==> src/hw/fifo_defs.svh <==
`ifndef FIFO_DEFS_SVH
`define FIFO_DEFS_SVH

// width of one stored word
`define FIFO_WIDTH 32

// number of storage entries, power of two only
`define FIFO_DEPTH 16

// index width into the storage array
`define FIFO_PTR_W $clog2(`FIFO_DEPTH)

// almost empty while the count is at or below a quarter of the depth
`define FIFO_AE_LEVEL (`FIFO_DEPTH >> 2)

// almost full once the count climbs above two short of the depth
`define FIFO_AF_LEVEL (`FIFO_DEPTH - 2)

`endif
==> src/hw/fifoStatusPkg.sv <==
package fifoStatusPkg;

   // registered flags seen by both sides
   typedef struct packed {
      logic empty;
      logic almostEmpty;
      logic almostFull;
      logic full;
   } fifoStatus;

   // flags of a FIFO holding nothing
   localparam fifoStatus statusIdle = '{
      empty:       1'b1,
      almostEmpty: 1'b1,
      almostFull:  1'b0,
      full:        1'b0
   };

endpackage

==> src/hw/fifoDataPkg.sv <==
`include "fifo_defs.svh"

package fifoDataPkg;

   // one payload word as stored and presented
   typedef logic [`FIFO_WIDTH-1:0] fifoWord;

   // index into the storage array, wraps at the depth
   typedef logic [`FIFO_PTR_W-1:0] fifoPtr;

   // occupancy, one bit wider so the full depth fits
   typedef logic [`FIFO_PTR_W:0] fifoCount;

   // write side request
   typedef struct packed {
      logic    wrEn;
      fifoWord data;
   } writeReq;

endpackage

==> src/hw/headFifo.sv <==
`timescale 1ns/1ps

module headFifo (
   input  logic                     clkin,
   input  logic                     reset_n,
   input  logic                     syncClear,
   input  fifoDataPkg::writeReq     wrReq,
   input  logic                     rdEn,
   output fifoDataPkg::fifoWord     dataOut,
   output fifoStatusPkg::fifoStatus status
);

   fifoDataPkg::fifoCount count;
   fifoDataPkg::fifoPtr   rdPtr;
   fifoDataPkg::fifoWord  memWord;

   // storage and write pointer
   fifoWriteStage u_writeStage (
      .clkin     (clkin),
      .reset_n   (reset_n),
      .syncClear (syncClear),
      .wrReq     (wrReq),
      .rdPtr     (rdPtr),
      .memWord   (memWord)
   );

   // counter and registered flags
   fifoOccupancy u_occupancy (
      .clkin     (clkin),
      .reset_n   (reset_n),
      .syncClear (syncClear),
      .wrReq     (wrReq),
      .rdEn      (rdEn),
      .count     (count),
      .status    (status)
   );

   // head register and read pointer
   fifoHeadStage u_headStage (
      .clkin     (clkin),
      .reset_n   (reset_n),
      .syncClear (syncClear),
      .wrReq     (wrReq),
      .rdEn      (rdEn),
      .count     (count),
      .memWord   (memWord),
      .rdPtr     (rdPtr),
      .dataOut   (dataOut)
   );

endmodule

==> src/hw/fifoHeadStage.sv <==
`timescale 1ns/1ps

module fifoHeadStage (
   input  logic                  clkin,
   input  logic                  reset_n,
   input  logic                  syncClear,
   input  fifoDataPkg::writeReq  wrReq,
   input  logic                  rdEn,
   input  fifoDataPkg::fifoCount count,
   input  fifoDataPkg::fifoWord  memWord,
   output fifoDataPkg::fifoPtr   rdPtr,
   output fifoDataPkg::fifoWord  dataOut
);

   localparam fifoDataPkg::fifoCount oneWord = fifoDataPkg::fifoCount'(1);

   fifoDataPkg::fifoWord headWord;

   logic countIsZero;
   logic countIsOne;
   logic loadIncoming;
   logic loadMemory;
   logic advance;

   assign countIsZero = (count == '0);
   assign countIsOne  = (count == oneWord);

   // bypass the array when nothing older is waiting behind the head
   assign loadIncoming = wrReq.wrEn && (countIsZero || (countIsOne && rdEn));

   // pop refills from the array
   assign loadMemory = rdEn && !loadIncoming;

   // a word moves into the head, so the array slot behind it is consumed
   assign advance = loadIncoming || (rdEn && (count > oneWord));

   always_ff @(posedge clkin) begin
      if (!reset_n) begin
         rdPtr <= '0;
      end else if (syncClear) begin
         rdPtr <= '0;
      end else if (advance) begin
         rdPtr <= rdPtr + 1'b1;
      end
   end

   // head register
   // a pop of the last word with no write leaves a stale value here,
   // which empty already flags
   always_ff @(posedge clkin) begin
      if (!reset_n) begin
         headWord <= '0;
      end else if (syncClear) begin
         headWord <= '0;
      end else if (loadIncoming) begin
         headWord <= wrReq.data;
      end else if (loadMemory) begin
         headWord <= memWord;
      end
   end

   assign dataOut = headWord;

endmodule

==> src/hw/fifoOccupancy.sv <==
`timescale 1ns/1ps
`include "fifo_defs.svh"

module fifoOccupancy (
   input  logic                    clkin,
   input  logic                    reset_n,
   input  logic                    syncClear,
   input  fifoDataPkg::writeReq    wrReq,
   input  logic                    rdEn,
   output fifoDataPkg::fifoCount   count,
   output fifoStatusPkg::fifoStatus status
);

   // thresholds sized to the counter
   localparam fifoDataPkg::fifoCount depthCount = fifoDataPkg::fifoCount'(`FIFO_DEPTH);
   localparam fifoDataPkg::fifoCount aeLevel    = fifoDataPkg::fifoCount'(`FIFO_AE_LEVEL);
   localparam fifoDataPkg::fifoCount afLevel    = fifoDataPkg::fifoCount'(`FIFO_AF_LEVEL);

   fifoDataPkg::fifoCount nextCount;

   // flag decode of one count value
   function automatic fifoStatusPkg::fifoStatus flagsFor(
      input fifoDataPkg::fifoCount c
   );
      fifoStatusPkg::fifoStatus s;
      s.empty       = (c == '0);
      s.almostEmpty = (c <= aeLevel);
      s.almostFull  = (c > afLevel);
      s.full        = (c == depthCount);
      return s;
   endfunction

   // next occupancy
   // head word counts as held
   always_comb begin
      nextCount = count;
      if (syncClear) begin
         nextCount = '0;
      end else if (wrReq.wrEn && !rdEn) begin
         nextCount = count + 1'b1;
      end else if (!wrReq.wrEn && rdEn) begin
         nextCount = count - 1'b1;
      end
   end

   // counter and flags move on the same edge
   // flags decode the value being stored, so they track the last accesses
   always_ff @(posedge clkin) begin
      if (!reset_n) begin
         count  <= '0;
         status <= fifoStatusPkg::statusIdle;
      end else begin
         count  <= nextCount;
         status <= flagsFor(nextCount);
      end
   end

endmodule

==> src/hw/fifoWriteStage.sv <==
`timescale 1ns/1ps
`include "fifo_defs.svh"

module fifoWriteStage (
   input  logic                 clkin,
   input  logic                 reset_n,
   input  logic                 syncClear,
   input  fifoDataPkg::writeReq wrReq,
   input  fifoDataPkg::fifoPtr  rdPtr,
   output fifoDataPkg::fifoWord memWord
);

   // distributed storage, one entry per slot
   fifoDataPkg::fifoWord memArray [`FIFO_DEPTH];

   fifoDataPkg::fifoPtr wrPtr;

   // write pointer
   // wraps on its own since the depth is a power of two
   always_ff @(posedge clkin) begin
      if (!reset_n) begin
         wrPtr <= '0;
      end else if (syncClear) begin
         wrPtr <= '0;
      end else if (wrReq.wrEn) begin
         wrPtr <= wrPtr + 1'b1;
      end
   end

   // storage update on the write edge
   always_ff @(posedge clkin) begin
      if (wrReq.wrEn) begin
         memArray[wrPtr] <= wrReq.data;
      end
   end

   // combinational read port for the head stage
   // rdPtr points one past the word held in the head
   assign memWord = memArray[rdPtr];

endmodule

==> config.mk <==
export PLATFORM = sky130hd
export DESIGN_NAME = headFifo
export DESIGN_NICKNAME = d
export VERILOG_FILES = /design/src/hw/fifoStatusPkg.sv /design/src/hw/fifoDataPkg.sv /design/src/hw/headFifo.sv /design/src/hw/fifoHeadStage.sv /design/src/hw/fifoOccupancy.sv /design/src/hw/fifoWriteStage.sv
export VERILOG_INCLUDE_DIRS = /design/src /design/src/hw
export SDC_FILE = /design/constraint.sdc
export NUM_CORES = 1
export LEC_CHECK = 0
export CORE_MARGIN = 2
export CORE_UTILIZATION = 30
export DETAILED_ROUTE_END_ITERATION = 7
export DONT_BUFFER_PORTS = 1
export HOLD_SLACK_MARGIN = 0.05
export PLACE_DENSITY = 0.46
export RECOVER_POWER = 50
export SLEW_MARGIN = 5
export SYNTH_ARGS = -nofsm -noshare
export SYNTH_HDL_FRONTEND = slang
export SYNTH_SLANG_ARGS = --single-unit
==> constraint.sdc <==
create_clock -name clkin -period 2.4 [get_ports clkin]
set_input_delay 0 -clock clkin [delete_from_list [all_inputs] [get_ports clkin]]
set_output_delay 0 -clock clkin [all_outputs]
set_load 0.005 [all_outputs]
==> metrics.txt <==
# TYPE chip_impl_metric gauge
chip_impl_metric{name="grt_usage",unit=""} 0.146
chip_impl_metric{name="critPathArrivalTime",unit="ns"} 2.76
chip_impl_metric{name="total_power",unit="mW"} 20.8
chip_impl_metric{name="syn-mean-instance-area",unit="µm²"} 19.1
chip_impl_metric{name="yosysWarnings",unit=""} 0
chip_impl_info{name="layout.cells.most_common_list",value="sky130_fd_sc_hd__edfxtp_1 (512), sky130_fd_sc_hd__mux4_2 (95), sky130_fd_sc_hd__mux2i_1 (85)"} 1
chip_impl_metric{name="core_area",unit="µm²"} 73100
chip_impl_metric{name="dp.final_hpwl",unit="µm"} 31400
chip_impl_metric{name="starting_utilization_of_the_core_area",unit=""} 0.303
chip_impl_metric{name="cts_max_path_buffers",unit=""} 3
chip_impl_metric{name="timing.final.crit_share",unit=""} 0.930
chip_impl_metric{name="layout.filler_cells",unit=""} 6804
chip_impl_metric{name="synth_fp_nets",unit=""} 1209
chip_impl_metric{name="maxCapViolCount",unit=""} 0
chip_impl_metric{name="max_slew_margin_vs_limit",unit=""} 0.529
chip_impl_metric{name="finalHoldViolCount",unit=""} 0
chip_impl_info{name="synth_ff_type",value="sky130_fd_sc_hd__edfxtp_1"} 1
chip_impl_metric{name="detail-route-antenna-nets",unit=""} 0
chip_impl_metric{name="fp.dieH",unit="µm"} 276
chip_impl_info{name="cts.root.buffer_cell",value="sky130_fd_sc_hd__clkbuf_16"} 1
chip_impl_metric{name="tns",unit="ns"} 0
chip_impl_metric{name="place_congestion",unit=""} 0.702
chip_impl_metric{name="fmaxAchievable",unit="MHz"} 448
chip_impl_metric{name="route.vias.total",unit=""} 11113
chip_impl_metric{name="p_leak",unit="nW"} 7.93
chip_impl_metric{name="postLayoutCellArea",unit="µm²"} 26100
chip_impl_metric{name="average_detailed_routed_wire_length_per_instance",unit="µm"} 24.4
chip_impl_metric{name="flow.area_growth_from_synthesis",unit="%"} 17.8
chip_impl_metric{name="grt_start_max_net_pins",unit=""} 49
chip_impl_metric{name="grt_pass1_vias",unit=""} 11529
chip_impl_metric{name="fp.dieArea",unit="µm²"} 76100
chip_impl_metric{name="critical_path_peak_fanout",unit=""} 15
chip_impl_metric{name="die_w",unit="µm"} 276
chip_impl_metric{name="sum_of_routed_wire_length_over_all_layers",unit="µm"} 54900
chip_impl_metric{name="port_buffers",unit=""} 0
chip_impl_metric{name="synthesis.area",unit="µm²"} 22200
chip_impl_metric{name="yosysUniqueCellTypes",unit=""} 51
chip_impl_metric{name="p_per_area",unit="nW/µm²"} 795
chip_impl_metric{name="cts_num_sinks",unit=""} 565
chip_impl_metric{name="global_route.overflow_total",unit=""} 0
chip_impl_info{name="hp-class",value="in2reg"} 1
chip_impl_metric{name="drt-initial-drc-count",unit=""} 778
chip_impl_info{name="worst_setup_path_end_kind",value="flip-flop"} 1
chip_impl_metric{name="rrSetupSlack",unit="ns"} 0.17
chip_impl_info{name="crit_type",value="reg2reg"} 1
chip_impl_metric{name="row_count",unit=""} 99
chip_impl_metric{name="antenna_found_initial",unit=""} 2
chip_impl_metric{name="critical_path_required",unit="ns"} 2.93
chip_impl_metric{name="netlist_instances",unit=""} 1163
chip_impl_metric{name="synth-seq-cells",unit=""} 565
chip_impl_info{name="critical_path_start_type",value="flip-flop"} 1
chip_impl_info{name="cts_tree",value="yes"} 1
chip_impl_metric{name="setup_viol",unit=""} 0
chip_impl_metric{name="final_layout_size_suffix_gt1_frac",unit=""} 0.233
chip_impl_metric{name="detailedRoute.firstPassIterationCount",unit=""} 7
chip_impl_metric{name="num_antenna_cells",unit=""} 0
chip_impl_metric{name="number_of_vias_per_cell",unit=""} 4.93
chip_impl_metric{name="number_of_buffers_inserted_during_clock_tree_synthesis",unit=""} 58
chip_impl_metric{name="number_of_flops_mapped_to_enable_cells_by_yosys",unit=""} 512
chip_impl_info{name="failing_checks",value="design-rule violations"} 1
chip_impl_info{name="layout_commonest_cell",value="sky130_fd_sc_hd__edfxtp_1"} 1
chip_impl_metric{name="peakVddDrop",unit="µV"} 577
chip_impl_metric{name="worst_skew_late_latency",unit="ns"} 0.62
chip_impl_metric{name="clk_pin_slew",unit="ns"} 0.06
chip_impl_info{name="grt_setup_unrepaired",value="no"} 1
chip_impl_metric{name="final_nets",unit=""} 1292
chip_impl_metric{name="fin_crit",unit="ns"} 2.23
chip_impl_metric{name="grt_pass1_wl",unit="µm"} 80600
chip_impl_metric{name="final_max_slew_viol_count",unit=""} 0
chip_impl_metric{name="async_flop_share",unit=""} 0
chip_impl_metric{name="drcViolationCount",unit=""} 1
chip_impl_metric{name="dpl_cell_area",unit="µm²"} 23800
chip_impl_metric{name="number_of_placed_i_o_pins",unit=""} 73
chip_impl_metric{name="tightestPinTransition",unit="ns"} 0.706
chip_impl_metric{name="htree_num_levels",unit=""} 2
chip_impl_metric{name="synth_seq_area_share",unit=""} 0.741
chip_impl_info{name="run_status",value="complete, but fails checks"} 1
chip_impl_metric{name="finalClockSkew",unit="ns"} 0.0147
-- metal layers --
metal | global-route usage | vias to the layer above | share of wire
met5 | 0 | - | 0.00055
met4 | 0.0422 | 4 | 0.019
met3 | 0.0270 | 73 | 0.045
met2 | 0.239 | 246 | 0.48
met1 | 0.198 | 5905 | 0.45
li1 | - | 4885 | -
-- worst max-delay path, cell delays in order, from the launching register on --
cell and delay (ns):
sky130_fd_sc_hd__dfxtp_1 0.37, sky130_fd_sc_hd__inv_1 0.18, sky130_fd_sc_hd__ha_1 0.19, sky130_fd_sc_hd__a21o_1 0.14, sky130_fd_sc_hd__and3_2 0.51, sky130_fd_sc_hd__nor2_1 0.20
sky130_fd_sc_hd__or3_1 0.38, sky130_fd_sc_hd__a21oi_1 0.18
-- timing repair --
item / 4_1_cts / 5_1_grt
hold buffers: 39 / 0
hold endpoints to repair: 578 / 0
setup endpoints to repair: 0 / 13
buffers inserted: 0 / 0
gates resized for setup: 0 / 1
-- flip-flops by register name, summed over array words and instances (netlist names), named ones only --
register / cells
u_headStage.dataOut: 32
u_occupancy.count: 5
u_writeStage.memArray: 512
u_headStage.rdPtr: 4
u_writeStage.wrPtr: 4
u_occupancy.status: 4
-- cells in the mapped netlist (all sizes together), types with 4 or more instances --
cell | instances | area, µm²
a211oi | 17 | 143
a21oi | 18 | 90.1
a221oi | 17 | 236
a311oi | 17 | 149
and2 | 18 | 115
buf | 54 | 377
clkbuf | 20 | 75.1
dfxtp | 53 | 1060
edfxtp | 512 | 15400
ha | 9 | 113
inv | 6 | 22.5
mux2 | 16 | 180
mux2i | 85 | 851
mux4 | 96 | 2170
nand2 | 37 | 139
nand3 | 19 | 95.1
nor2 | 33 | 126
nor3 | 4 | 25.0
o21a | 16 | 120
o21ai | 50 | 250
or3 | 34 | 213
xnor2 | 5 | 43.8
xor2 | 5 | 43.8
-- through the flow --
stage	util	cells	worst slack, ns	hold WS (ns)
after global placement	0.326	2106	0.258	0.0997
after global routing	0.357	2254	0.00317	0.136
after CTS	0.358	2254	0.199	0.109
after detailed placement	0.326	2106	0.198	0.0996
after floorplan	-	1163	0.316	0.0989
final	0.357	2254	0.169	0.155
-- cell type report --
class                           instances  area (µm²)  area share
Multi-Input combinational cell        518        5310       0.203
Clock buffer                           81        1630      0.0624
Tap cell                              959        1200      0.0459
Clock inverter                         28         264      0.0101
Inverter                                6        22.5    0.000862
Timing Repair Buffer                   97        1250      0.0478
Sequential cell                       565       16500       0.630
-- path summary, 6_finish.rpt --
kind	startpoint	end	cells past startpoint
hold / removal	wrReq[32]	u_writeStage.memArray[12][17]	2
setup reg to reg	u_occupancy.count[1]	flip-flop	7
setup / recovery	u_occupancy.count[1]	flip-flop	7
hold reg to reg	u_headStage.rdPtr[3]	flip-flop	2
-- cell families (layout without fill, tap and decap cells) --
logic type / Yosys count / count (layout) / synth area share
AO/OA/AOI/OAI: 146 / 146 / 0.0487
AND/OR/NAND/NOR: 156 / 156 / 0.0355
flip-flops: 565 / 565 / 0.741
XOR/XNOR: 10 / 10 / 0.00395
multiplexers: 197 / 197 / 0.144
adder cells (fa/ha/maj): 9 / 9 / 0.00508
buffers and inverters: 80 / 212 / 0.0214
-- report_power, final --
part	internal (mW)	switching, mW	total (mW)
sequential	10.8	0.0837	10.9
combinational	0.372	0.570	0.942
clock	5.16	3.74	8.90
Note: power is estimated with default switching activity, not from simulation.
